`src/uart_pkg.sv`:
```
/* UART host shared definitions */
`default_nettype none

package uart_pkg;

    // Frame format and bit timing
    localparam int BAUD_DIV  = 104;  // About 480 kbaud from a 50 MHz clock
    localparam int HALF_BAUD = 52;   // Start edge to mid-bit
    localparam int DATA_BITS = 8;
    localparam int STOP_BITS = 1;

    // Data bit hit by the trigger
    localparam int CORRUPT_BIT = 3;

    typedef logic [DATA_BITS-1:0] data_t;
    typedef logic [15:0]          baud_cnt_t;
    typedef logic [3:0]           bit_idx_t;
    typedef logic [17:0]          r1_state_t;
    typedef logic [3:0]           r1_hist_t;

    localparam r1_state_t R1_SEED = 18'h2CAFE;

    // Newest r1 sample sits in bit 0
    localparam r1_hist_t TRIGGER_PATTERN = 4'b1011;

    typedef enum logic [1:0] {
        TX_IDLE,
        TX_START,
        TX_DATA,
        TX_STOP
    } tx_state_t;

    typedef enum logic [1:0] {
        RX_IDLE,
        RX_START,
        RX_DATA,
        RX_STOP
    } rx_state_t;

    typedef struct packed {
        logic  start;  // One-cycle send strobe
        data_t data;
    } tx_req_t;

    typedef struct packed {
        logic  ready;  // One-cycle byte valid
        data_t data;
    } rx_byte_t;

endpackage

`default_nettype wire
```
`src/trojan1_uart_host.sv`:
```
/* UART host around trojan1 */
`timescale 1ns/1ps
`default_nettype none

module trojan1_uart_host (
    input  logic            clk,
    input  logic            rst,
    input  uart_pkg::data_t tx_data,
    input  logic            tx_start,
    input  logic            rx_in,
    output uart_pkg::data_t rx_data,
    output logic            tx_out,
    output logic            tx_busy,
    output logic            rx_ready
);
    import uart_pkg::*;

    tx_req_t  tx_req;
    rx_byte_t rx_byte;
    logic     r1;
    logic     trigger;

    assign tx_req.start = tx_start;
    assign tx_req.data  = tx_data;

    uart_tx tx_i (
        .clk     (clk),
        .rst     (rst),
        .tx_req  (tx_req),
        .trigger (trigger),
        .tx_out  (tx_out),
        .tx_busy (tx_busy)
    );

    uart_rx rx_i (
        .clk     (clk),
        .rst     (rst),
        .rx_in   (rx_in),
        .rx_byte (rx_byte)
    );

    assign rx_ready = rx_byte.ready;
    assign rx_data  = rx_byte.data;

    // r1 only moves while the UART is busy
    r1_lfsr r1_i (
        .clk      (clk),
        .rst      (rst),
        .tx_start (tx_start),
        .tx_busy  (tx_busy),
        .rx_ready (rx_ready),
        .r1       (r1)
    );

    trojan1 trojan_i (
        .clk     (clk),
        .rst     (rst),
        .r1      (r1),
        .trigger (trigger)
    );

endmodule

`default_nettype wire

```
`src/trojan1.sv`:
```
/* Trigger on r1 pattern */
`timescale 1ns/1ps
`default_nettype none

module trojan1 (
    input  logic clk,
    input  logic rst,
    input  logic r1,
    output logic trigger
);
    import uart_pkg::*;

    r1_hist_t hist;

    // Newest sample enters at bit 0
    always_ff @(posedge clk or posedge rst) begin
        if (rst) begin
            hist <= '0;
        end else begin
            hist <= {hist[2:0], r1};
        end
    end

    assign trigger = (hist == TRIGGER_PATTERN);  // High for as long as the match holds

endmodule

`default_nettype wire

```
`src/r1_lfsr.sv`:
```
/* Activity-gated r1 generator */
`timescale 1ns/1ps
`default_nettype none

module r1_lfsr (
    input  logic clk,
    input  logic rst,
    input  logic tx_start,
    input  logic tx_busy,
    input  logic rx_ready,
    output logic r1
);
    import uart_pkg::*;

    r1_state_t  lfsr;
    logic [1:0] phase;
    logic       active;

    assign active = tx_start || tx_busy || rx_ready;

    // Fibonacci form with taps 17/10/2 into bit 0
    always_ff @(posedge clk or posedge rst) begin
        if (rst) begin
            lfsr  <= R1_SEED;
            phase <= 2'd0;
        end else if (active) begin
            lfsr  <= {lfsr[16:0], lfsr[17] ^ lfsr[10] ^ lfsr[2]};
            phase <= phase + 2'd1;
        end
    end

    // Phase walks r1 across the register
    always_comb begin
        case (phase)
            2'd0:    r1 = lfsr[0];
            2'd1:    r1 = lfsr[6];
            2'd2:    r1 = lfsr[12];
            default: r1 = lfsr[17];
        endcase
    end

endmodule

`default_nettype wire

```
`src/uart_rx.sv`:
```
/* 8N1 UART receiver */
`timescale 1ns/1ps
`default_nettype none

module uart_rx (
    input  logic               clk,
    input  logic               rst,
    input  logic               rx_in,
    output uart_pkg::rx_byte_t rx_byte
);
    import uart_pkg::*;

    logic [1:0] sync_q;
    logic       rx_s;
    rx_state_t  state;
    baud_cnt_t  timer;
    bit_idx_t   bit_idx;
    data_t      shift_q;
    rx_byte_t   out_q;
    logic       sample;

    // Two-flop synchronizer that idles high
    always_ff @(posedge clk or posedge rst) begin
        if (rst) begin
            sync_q <= 2'b11;
        end else begin
            sync_q <= {sync_q[0], rx_in};
        end
    end

    assign rx_s = sync_q[1];

    // Timer expiry marks the middle of a bit
    assign sample = (state != RX_IDLE) && (timer == '0);

    always_ff @(posedge clk) begin
        if (sample && (state == RX_DATA)) begin
            shift_q <= {rx_s, shift_q[DATA_BITS-1:1]};
        end
    end

    always_ff @(posedge clk or posedge rst) begin
        if (rst) begin
            state   <= RX_IDLE;
            timer   <= '0;
            bit_idx <= '0;
            out_q   <= '0;
        end else begin
            out_q.ready <= 1'b0;
            if (state != RX_IDLE && !sample) begin
                timer <= timer - 1'b1;
            end
            case (state)
                RX_IDLE: begin
                    if (!rx_s) begin
                        timer <= baud_cnt_t'(HALF_BAUD);
                        state <= RX_START;
                    end
                end
                RX_START: begin
                    if (sample) begin
                        timer <= baud_cnt_t'(BAUD_DIV - 1);
                        if (!rx_s) begin
                            bit_idx <= '0;
                            state   <= RX_DATA;
                        end else begin
                            state <= RX_IDLE;  // Line back high means a glitch
                        end
                    end
                end
                RX_DATA: begin
                    if (sample) begin
                        timer <= baud_cnt_t'(BAUD_DIV - 1);
                        if (bit_idx == bit_idx_t'(DATA_BITS - 1)) begin
                            state <= RX_STOP;
                        end else begin
                            bit_idx <= bit_idx + 1'b1;
                        end
                    end
                end
                RX_STOP: begin
                    if (sample) begin
                        if (rx_s) begin
                            out_q.data  <= shift_q;
                            out_q.ready <= 1'b1;
                        end
                        state <= RX_IDLE;  // Bad stop bit drops the byte
                    end
                end
                default: state <= RX_IDLE;
            endcase
        end
    end

    assign rx_byte = out_q;

endmodule

`default_nettype wire

```
`src/uart_tx.sv`:
```
/* 8N1 UART transmitter */
`timescale 1ns/1ps
`default_nettype none

module uart_tx (
    input  logic              clk,
    input  logic              rst,
    input  uart_pkg::tx_req_t tx_req,
    input  logic              trigger,
    output logic              tx_out,
    output logic              tx_busy
);
    import uart_pkg::*;

    baud_cnt_t baud_cnt;
    tx_state_t state;
    bit_idx_t  bit_idx;
    data_t     shift_q;
    logic      baud_tick;
    logic      load;
    logic      shift;

    // Free-running divider that ticks on zero
    always_ff @(posedge clk or posedge rst) begin
        if (rst) begin
            baud_cnt <= '0;
        end else if (baud_cnt == baud_cnt_t'(BAUD_DIV - 1)) begin
            baud_cnt <= '0;
        end else begin
            baud_cnt <= baud_cnt + 1'b1;
        end
    end

    assign baud_tick = (baud_cnt == '0);
    assign load      = (state == TX_IDLE) && tx_req.start;
    assign shift     = (state == TX_DATA) && baud_tick;

    // LSB leaves first
    always_ff @(posedge clk) begin
        if (load) begin
            shift_q <= tx_req.data;
        end else if (shift) begin
            shift_q <= shift_q >> 1;
        end
    end

    always_ff @(posedge clk or posedge rst) begin
        if (rst) begin
            state   <= TX_IDLE;
            tx_out  <= 1'b1;
            tx_busy <= 1'b0;
            bit_idx <= '0;
        end else begin
            case (state)
                TX_IDLE: begin
                    tx_out  <= 1'b1;
                    tx_busy <= tx_req.start;  // Falls one cycle after the stop tick
                    if (tx_req.start) begin
                        state <= TX_START;
                    end
                end
                TX_START: begin
                    if (baud_tick) begin
                        tx_out  <= 1'b0;
                        bit_idx <= '0;
                        state   <= TX_DATA;
                    end
                end
                TX_DATA: begin
                    if (baud_tick) begin
                        // Inversion point for the trigger
                        tx_out <= shift_q[0] ^
                                  (trigger && (bit_idx == bit_idx_t'(CORRUPT_BIT)));
                        if (bit_idx == bit_idx_t'(DATA_BITS - 1)) begin
                            bit_idx <= '0;
                            state   <= TX_STOP;
                        end else begin
                            bit_idx <= bit_idx + 1'b1;
                        end
                    end
                end
                TX_STOP: begin
                    if (baud_tick) begin
                        tx_out <= 1'b1;
                        if (bit_idx == bit_idx_t'(STOP_BITS - 1)) begin
                            state <= TX_IDLE;  // Last stop bit runs out in idle
                        end else begin
                            bit_idx <= bit_idx + 1'b1;
                        end
                    end
                end
                default: state <= TX_IDLE;
            endcase
        end
    end

endmodule

`default_nettype wire

```
`config.mk`:
```
export PLATFORM = sky130hd
export DESIGN_NAME = trojan1_uart_host
export DESIGN_NICKNAME = d
export VERILOG_FILES = /design/src/uart_pkg.sv /design/src/trojan1_uart_host.sv /design/src/trojan1.sv /design/src/r1_lfsr.sv /design/src/uart_rx.sv /design/src/uart_tx.sv
export SDC_FILE = /design/constraint.sdc
export NUM_CORES = 1
export LEC_CHECK = 0
export ABC_AREA = 1
export ABC_CLOCK_PERIOD_IN_PS = 1800
export BUFFER_PORTS_ARGS = -buffer_cell sky130_fd_sc_hd__buf_2
export CAP_MARGIN = 20
export CORE_MARGIN = 2
export CORE_UTILIZATION = 49
export CTS_BUF_LIST = sky130_fd_sc_hd__clkbuf_4 sky130_fd_sc_hd__clkbuf_8 sky130_fd_sc_hd__clkbuf_16
export CTS_CLUSTER_DIAMETER = 60
export DETAILED_ROUTE_END_ITERATION = 7
export PLACE_DENSITY = 0.68
export SETUP_SLACK_MARGIN = 0.02
export SYNTH_ARGS = -nofsm -noshare
export SYNTH_HDL_FRONTEND = slang
export SYNTH_HIERARCHICAL = 1
export SYNTH_SLANG_ARGS = --single-unit
```
`constraint.sdc`:
```
create_clock -name clk -period 1.8 [get_ports clk]
set_input_delay 0.18 -clock clk [delete_from_list [all_inputs] [get_ports clk]]
set_output_delay 0.18 -clock clk [all_outputs]
set_load 0.01 [all_outputs]
```
==> flow_summary_export.csv, run 1 <==
group,metric,value,unit
timing,fmax,590,MHz
timing,finalMaxSlewViolations,0,
timing,fin_tns_setup,0,ns
synth,synth_nets,638,
worst_setup_path,cpLargestDelayFamily,"simple AND/OR/NAND/NOR gates",
synth,syn_area,0.00515,mm2
place,dp_worst_setup_slack,0.0114,ns
die,start_util,50.1,%
worst_setup_path,path_buf_inv,3,
min_path,hold_class,"primary input to flop",
worst_setup_path,r2r-start,"rx_i/timer[0]",
pwr,p_leak,2.89,nW
job,maxCapViolations,0,
detailed_routing,vias,3856,
clock_tree,cts_tree,"built",
timing,fin_crit_sh,94.2,%
worst_setup_path,crit_path_start,"rx_i/timer[0]",
place,placed_cells,764,
worst_setup_path,crit_top_cell,"inv_2",
timing,max_slew_margin,50.9,%
global_routing,grt_start_max_net_pins,34,
place,dpl-instance-area,0.00541,mm2
global_routing,grt_usage,18.0,%
global_routing,grt_pass1_vias,3737,
worst_setup_path,cp.arrival,2.00,ns
synth,yosysSeqAreaShare,49.1,%
synth,ys.flop_type,"dfrtp_1",
detailed_routing,drt_pass1_iterations,4,
detailed_routing,wirelength,9330,um
worst_setup_path,end_kind,"flop",
worst_setup_path,cpMaxStageDelayCell,"dfrtp_1",
synth,synth_seq_cells,97,
cells_and_area,layout.nets,673,
clock_tree,cts.path.max_buffers,2,
place,port_buffers,22,
synth,synth_cell_types,44,
clock_tree,clk_pin_slew,0.09,ns
clock_tree,cts.sinks,97,
detailed_routing,drc,0,
detailed_routing,ant_nets,0,
place,hpwlAfterDp,6820,um
timing,worstMarginPinSlew,0.736,ns
timing,hold_viol,0,
worst_setup_path,startpoint_type,"flop",
worst_setup_path,worstPathCellList,"inv_2 > ha_2 > nand2_1 > nor2_1 > nand2_2 > inv_2 > nand2_4 > nor2_4 > o21ai_2 > inv_2 > nor2_1",
die,rows,37,
worst_setup_path,slowest_delay,0.42,ns
cells_and_area,fin_area,0.00567,mm2
synth,syn_inst,607,
synth,synth_top_area_share,32.1,%
die,core,0.0103,mm2
synth,ys_top_cells_by_area,"dfrtp_1 (32%), nand2_1 (13%), edfxtp_1 (9.3%), dfstp_2 (7.7%), inv_1 (5.0%)",
die,die_y,106,um
cells_and_area,antenna_cells,0,
place,gp_congestion,0.899,
pwr,powerDensity,1000,mW/mm2
clock_tree,cts_buffers,9,
timing,fin_crit,1.70,ns
die,dieWidth,106,um
timing,setup_viol,0,
timing,rsz0062_at_grt,"yes",
synth,synthTopCellsByCount,"nand2_1 (183), inv_1 (69), nor2_1 (69), dfrtp_1 (66), nand3_1 (39)",
die,die_area,0.0113,mm2
pwr,peakVddDrop,0.000591,V
clock_tree,htreeDepth,3,
worst_setup_path,critPathMaxFanout,5,
status,status,"finished clean",
clock_tree,insertion_delay,0.37,ns
synth,ys_warn_count,6,
cells_and_area,drive_gt1_share,19.3,%
detailed_routing,via_per_inst,4.92,
synth,yosysTopAreaCell,"dfrtp_1",
die,ios,23,
detailed_routing,wl_per_cell,11.9,um
synth,synth-edff-count,16,
synth,avgSynthCellArea,8.48,um2
global_routing,grt_antenna_before_repair,0,
pwr,p_total,5.69,mW
timing,setup_ws,0.104,ns
detailed_routing,drtIter0Drc,158,
min_path,min_from,"tx_data[5]",
synth,async_flop_share,83.5,%
timing,holdWs,0.0889,ns
global_routing,grt_pass1_wl,16400,um
cells_and_area,utilization,55.2,%
global_routing,grt_overflow_total,0,
clock_tree,clock-root-buffer,"clkbuf_8",
synth,synth_most_common_cell,"nand2_1",
cells_and_area,fin_cells,783,
worst_setup_path,required,2.10,ns
cells_and_area,area_growth,10.2,%
timing,skew,0.0143,ns
worst_setup_path,path_class,"flop to flop",
## cell families (layout without fill, tap and decap cells)
kind of cell               after synthesis  in the layout  share of synthesized area [%]
xor gates and xnor gates                14             14                           2.38
adders and majority gates               19             19                           4.62
AOI/OAI and AO/OA                       37             37                           4.47
muxes                                    7              7                           1.53
buffers and inverters                   84            124                           7.15
and+or+nand+nor                        349            349                           30.8
DFF                                     97             97                           49.1
## routing by layer
layer | track usage (%) | vias up | part of all wire (%)
met5 | 0 | - | 0
met4 | 7.42 | 0 | 1.8
met3 | 3.37 | 11 | 3.0
met2 | 30.1 | 59 | 48
met1 | 23.0 | 1813 | 47
li1 | - | 1973 | -
## path summary, 6_finish.rpt
path | slack (ns) | cells past startpoint | endpoint
worst max register to register | 0.10 | 11 | rx_i/timer[9]
worst min register to register | 0.36 | 0 | rx_i/sync_q[1]
worst max-delay path | 0.10 | 11 | rx_i/timer[9]
max in group asynchronous | 0.80 | 3 | r1_i/lfsr[16]
worst min-delay path | 0.09 | 2 | tx_i/shift_q[5]
min in group asynchronous | 0.28 | 3 | trojan_i/hist[1]
## sequential cells by signal, indices dropped and copies added, names as in the netlist, named ones only
| register | cells |
|---|---|
| tx_i/shift_q | 8 |
| r1_i/phase | 2 |
| r1_i/lfsr | 18 |
| rx_i/rx_byte | 9 |
| rx_i/bit_idx | 4 |
| tx_i/tx_busy | 1 |
| rx_i/timer | 16 |
| rx_i/state | 1 |
| rx_i/shift_q | 8 |
| trojan_i/hist | 4 |
| tx_i/state | 2 |
| tx_i/baud_cnt | 16 |
| rx_i/sync_q | 2 |
| tx_i/bit_idx | 4 |
| tx_i/tx_out | 1 |
## what timing repair did
action | CTS | global route
hold buffers | 2 | 0
endpoints found under the hold margin | 45 | 0
endpoints found under the setup margin | 8 | 26
pin swaps | 0 | 5
gates resized for setup | 1 | 13
setup buffers | 0 | 1
## area by class of cell
class / instances / area [um2]
clock buffers: 14 / 174
flip-flops and latches: 97 / 2530
clock inverters: 2 / 15.0
fillers: 950 / 4610
repair buffers: 31 / 183
well taps: 136 / 170
multi-input cells: 426 / 2300
inverters: 77 / 304
## power breakdown
part           switching (mW)  internal (mW)  total (mW)
clock network           0.731          0.626        1.36
registers               0.230           2.71        2.94
logic                   0.878          0.519        1.40
total                    1.84           3.85        5.69
## cell usage in the layout, fill, tap and decap left out, types with 11 or more instances in the layout
cell type / count
nand2_1: 182
inv_1: 68
dfrtp_1: 66
nor2_1: 65
nand3_1: 39
buf_2: 22
ha_1: 18
edfxtp_1: 16
dfstp_2: 15
nand2_2: 14
nor2_2: 12
clkbuf_8: 11
No activity file was read; power rests on OpenSTA's default activity.
==> run 2: changes to the inputs <==
RECOVER_POWER = 25   (was default)
==> flow_summary_export.csv, run 2 (synthesized netlist as in run 1, its figures left out) <==
group,metric,value,unit
cells_and_area,seqCellArea,0.00253,mm2
timing,worstMarginPinSlew,0.839,ns
cells_and_area,largestRegisters,"r1_i/lfsr x18, rx_i/timer x16, tx_i/baud_cnt x16",
detailed_routing,ant_nets,0,
timing,holdWs,0.0888,ns
detailed_routing,via_per_inst,4.95,
place,dp_worst_setup_slack,0.0114,ns
clock_tree,cts_buffers,9,
clock_tree,cts_tree,"built",
cells_and_area,utilization,55.1,%
worst_setup_path,end_kind,"flop",
worst_setup_path,critPathMaxFanout,5,
worst_setup_path,regToRegSetupSlack,0.12,ns
timing,finalMaxSlewViolations,0,
cells_and_area,layout.nets,673,
cells_and_area,antenna_cells,0,
timing,fmax,595,MHz
timing,setup_ws,0.119,ns
worst_setup_path,path_class,"flop to flop",
global_routing,grt_pass1_wl,16400,um
place,dpl-instance-area,0.00541,mm2
clock_tree,htreeDepth,3,
global_routing,grt_start_max_net_pins,34,
timing,hold_viol,0,
worst_setup_path,startpoint_type,"flop",
die,core,0.0103,mm2
timing,fin_crit_sh,93.4,%
cells_and_area,final_common_cell,"nand2_1",
timing,rsz0062_at_grt,"yes",
job,maxCapViolations,0,
die,ios,23,
detailed_routing,wirelength,9320,um
global_routing,grt_antenna_before_repair,0,
cells_and_area,fin_area,0.00567,mm2
global_routing,grt_usage,18.0,%
clock_tree,clk_pin_slew,0.09,ns
pwr,powerDensity,1000,mW/mm2
pwr,p_leak,2.89,nW
worst_setup_path,cp.arrival,1.98,ns
detailed_routing,drt_pass1_iterations,5,
worst_setup_path,required,2.10,ns
place,port_buffers,22,
cells_and_area,largest-register,"r1_i/lfsr",
detailed_routing,drc,0,
die,die_area,0.0113,mm2
cells_and_area,n_fill_cell,952,
die,start_util,50.1,%
die,dieWidth,106,um
place,placed_cells,764,
detailed_routing,wl_per_cell,11.9,um
pwr,p_total,5.69,mW
cells_and_area,largest_reg_flops,18,
die,rows,37,
timing,skew,0.0140,ns
clock_tree,insertion_delay,0.37,ns
detailed_routing,vias,3873,
clock_tree,cts.path.max_buffers,2,
clock_tree,cts.sinks,97,
place,hpwlAfterDp,6820,um
status,status,"finished clean",
timing,fin_crit,1.68,ns
cells_and_area,drive_gt1_share,19.0,%
cells_and_area,multi_input_area,0.00230,mm2
timing,max_slew_margin,44.0,%
die,die_y,106,um
timing,setup_viol,0,
place,gp_congestion,0.899,
min_path,hold_class,"primary input to flop",
global_routing,grt_pass1_vias,3737,
cells_and_area,fin_cells,783,
pwr,peakVddDrop,0.000592,V
cells_and_area,area_growth,10.1,%
global_routing,grt_overflow_total,0,
clock_tree,clock-root-buffer,"clkbuf_8",
detailed_routing,drtIter0Drc,158,
cells_and_area,layout_common_cells,"nand2_1 (182), inv_1 (68), dfrtp_1 (66)",
timing,fin_tns_setup,0,ns
-- run 2: what timing repair did --
| item | in CTS | in global routing |
|---|---|---|
| hold endpoints to repair | 45 | 0 |
| pin swaps | 0 | 5 |
| hold buffers | 2 | 0 |
| gates resized for setup | 1 | 13 |
| endpoints found under the setup margin | 8 | 26 |
| setup buffers | 0 | 1 |
-- run 2: worst max-delay path, cell delays in order (launching register included) --
cell and delay (ns):
dfrtp_1 0.42, inv_2 0.07, ha_2 0.19, nand2_1 0.08
nor2_1 0.05, nand2_2 0.09, inv_2 0.05, nand2_4 0.09
nor2_4 0.05, o21ai_2 0.29, inv_2 0.11, nor2_1 0.13
-- run 2: power by group --
part           internal, mW  leakage [nW]  total [mW]  switching [mW]
clock network         0.626        0.0932        1.36           0.732
registers              2.71          1.18        2.94           0.230
logic                 0.517          1.61        1.40           0.878
-- run 2: area by class of cell --
type,count,share of cell area (%)
flip-flops and latches,97,44.6
multi-input cells,426,40.6
inverters,77,5.37
repair buffers,31,3.11
clock buffers,14,3.07
well taps,136,3.00
clock inverters,2,0.265
-- run 2: path summary, 6_finish.rpt --
check,startpoint,end,depth (start not counted)
setup / recovery,rx_i/timer[0],rx_i/timer[9],11
hold / removal,tx_data[5],tx_i/shift_q[5],2
setup reg to reg,rx_i/timer[0],rx_i/timer[9],11
hold reg to reg,rx_i/sync_q[0],rx_i/sync_q[1],0
max in group asynchronous,rst,rx_i/timer[13],4
min in group asynchronous,rst,trojan_i/hist[1],3
-- run 2: metal layers --
| metal | routed length [um] | track usage, % | vias up | share of wire (%) |
|---|---|---|---|---|
| met5 | 0 | 0 | - | 0 |
| met4 | 170 | 7.42 | 0 | 1.8 |
| met3 | 301 | 3.37 | 11 | 3.2 |
| met2 | 4470 | 30.1 | 69 | 48 |
| met1 | 4380 | 23.0 | 1820 | 47 |
| li1 | - | - | 1973 | - |
==> run 3: changes to the inputs <==
GPL_TIMING_DRIVEN = 0   (was default)
==> flow_summary_export.csv, run 3 (synthesized netlist as in run 1, its figures left out) <==
group,metric,value,unit
clock_tree,cts_tree,"built",
cells_and_area,largestRegisters,"r1_i/lfsr x18, rx_i/timer x16, tx_i/baud_cnt x16",
min_path,whs_endpoint,"tx_i/shift_q[1]",
timing,worstMarginPinSlew,0.882,ns
detailed_routing,ant_nets,0,
timing,setup_viol,0,
timing,rsz0062_at_grt,"no",
cells_and_area,drive_gt1_share,20.0,%
min_path,min_from,"tx_data[1]",
cells_and_area,fin_area,0.00577,mm2
worst_setup_path,slowest_delay,0.41,ns
worst_setup_path,end_kind,"flop",
timing,fin_crit,1.71,ns
global_routing,grt_start_max_net_pins,25,
worst_setup_path,cp_num_cells,4,
worst_setup_path,worstPathCellList,"inv_1 > ha_1 > nand2_1 > mux2_1",
min_path,hold_class,"primary input to flop",
detailed_routing,drt_pass1_iterations,4,
cells_and_area,largest-register,"r1_i/lfsr",
global_routing,grt_overflow_total,0,
pwr,p_leak,2.93,nW
worst_setup_path,regToRegSetupSlack,0.09,ns
place,gp_congestion,0.841,
worst_setup_path,rr_worst_depth,4,
worst_setup_path,r2r-start,"tx_i/state[0]",
pwr,powerDensity,1010,mW/mm2
worst_setup_path,startpoint_type,"flop",
die,die_y,106,um
cells_and_area,final_common_cell,"nand2_1",
min_path,hold_depth,2,
cells_and_area,fin_cells,792,
global_routing,globalRouteMet1Util,22.8,%
clock_tree,clock-root-buffer,"clkbuf_8",
timing,max_slew_margin,41.2,%
global_routing,grt-busiest-layer,"met2",
worst_setup_path,path_class,"flop to flop",
pwr,peakVddDrop,0.000514,V
timing,finalMaxSlewViolations,0,
cells_and_area,n_fill_cell,956,
place,placed_cells,766,
clock_tree,cts.sinks,97,
worst_setup_path,cp.arrival,1.83,ns
job,maxCapViolations,0,
detailed_routing,vias,3893,
die,rows,37,
clock_tree,insertion_delay,0.37,ns
worst_setup_path,critPathMaxFanout,9,
worst_setup_path,cpMaxStageDelayCell,"dfrtp_1",
detailed_routing,via_per_inst,4.92,
die,die_area,0.0113,mm2
cells_and_area,largest_reg_flops,18,
timing,holdWs,0.0913,ns
die,core,0.0103,mm2
clock_tree,clk_pin_slew,0.09,ns
cells_and_area,utilization,56.2,%
worst_setup_path,r2r_end,"tx_i/shift_q[4]",
place,dpl-instance-area,0.00546,mm2
timing,fmax,584,MHz
die,start_util,50.1,%
timing,hold_viol,0,
clock_tree,cts.path.max_buffers,2,
cells_and_area,layout.nets,682,
detailed_routing,wirelength,9840,um
timing,fin_crit_sh,95.1,%
global_routing,grt_pass1_wl,16600,um
cells_and_area,layout_common_cells,"nand2_1 (183), nor2_1 (66), dfrtp_1 (66)",
place,port_buffers,22,
cells_and_area,seqCellArea,0.00253,mm2
clock_tree,htreeDepth,3,
cells_and_area,antenna_cells,0,
clock_tree,cts_buffers,9,
timing,skew,0.00632,ns
worst_setup_path,path_buf_inv,1,
detailed_routing,wl_per_cell,12.4,um
global_routing,met2_usage,30.7,%
cells_and_area,area_growth,12.2,%
die,ios,23,
pwr,p_total,5.82,mW
global_routing,met3_usage,4.35,%
cells_and_area,multi_input_area,0.00230,mm2
global_routing,grt_pass1_vias,3809,
detailed_routing,drtIter0Drc,173,
place,hpwlAfterDp,7130,um
detailed_routing,drc,0,
global_routing,grt_usage,18.3,%
global_routing,grt_antenna_before_repair,0,
status,status,"finished clean",
worst_setup_path,cpLargestDelayFamily,"flip-flops",
worst_setup_path,required,1.92,ns
die,dieWidth,106,um
## run 3: cell types whose count changed in the layout (fill, tap and decap cells not counted), moves of 3 or more
cell	change
o21ai_1	-3
inv_1	-3
clkbuf_1	+3
o21ai_0	+4
inv_2	+3
clkbuf_4	-3
o21ai_2	-3
## run 3: timing repair
item	4_1_cts	5_1_grt
hold endpoints to repair	13	0
endpoints found under the setup margin	29	46
hold buffers	2	0
cloned	0	1
gates resized for setup	4	15
buffers inserted	0	7
pin swaps	0	5
## run 3: area by class of cell
type,instances,share of cell area [%]
timing repair buffer,33,3.69
timing repair inverter,1,0.0867
sequential,97,43.8
clock inverter,7,1.32
multi-input combinational,426,39.9
inverter,77,5.16
buffer,6,0.954
clock buffer,9,2.15
tap,136,2.95
## run 3: stage by stage
stage	setup slack, ns	setup TNS [ns]
CTS	0.0250	0
floorplan	0.0956	0
global route	0.0310	0
detailed placement	-0.208	-2.97
finish	0.0882	0
global placement	-0.134	-1.75
## run 3: how the worst max path moves through the flow
stage / start / to / slack (ns)
6_report: tx_i/state[0] / tx_i/shift_q[4] / 0.09
5_1_grt: tx_i/baud_cnt[0] / tx_i/shift_q[6] / 0.03
4_1_cts: rx_i/timer[0] / rx_i/shift_q[6] / 0.03
3_5_place_dp: tx_i/baud_cnt[0] / tx_i/shift_q[5] / -0.21
3_3_place_gp: tx_i/baud_cnt[0] / tx_i/shift_q[5] / -0.13
2_1_floorplan: tx_i/baud_cnt[0] / tx_i/shift_q[0] / 0.1
## run 3: power by group
| group | leakage [nW] | switching [mW] | internal [mW] |
|---|---|---|---|
| registers | 1.18 | 0.236 | 2.71 |
| clock network | 0.0966 | 0.802 | 0.655 |
| logic | 1.65 | 0.875 | 0.542 |
| total | 2.93 | 1.91 | 3.90 |
## run 3: routing by layer
| metal | part of all wire, % | wire length, um |
|---|---|---|
| met5 | 0 | 0 |
| met4 | 1.9 | 185 |
| met3 | 2.7 | 268 |
| met2 | 49 | 4780 |
| met1 | 47 | 4610 |
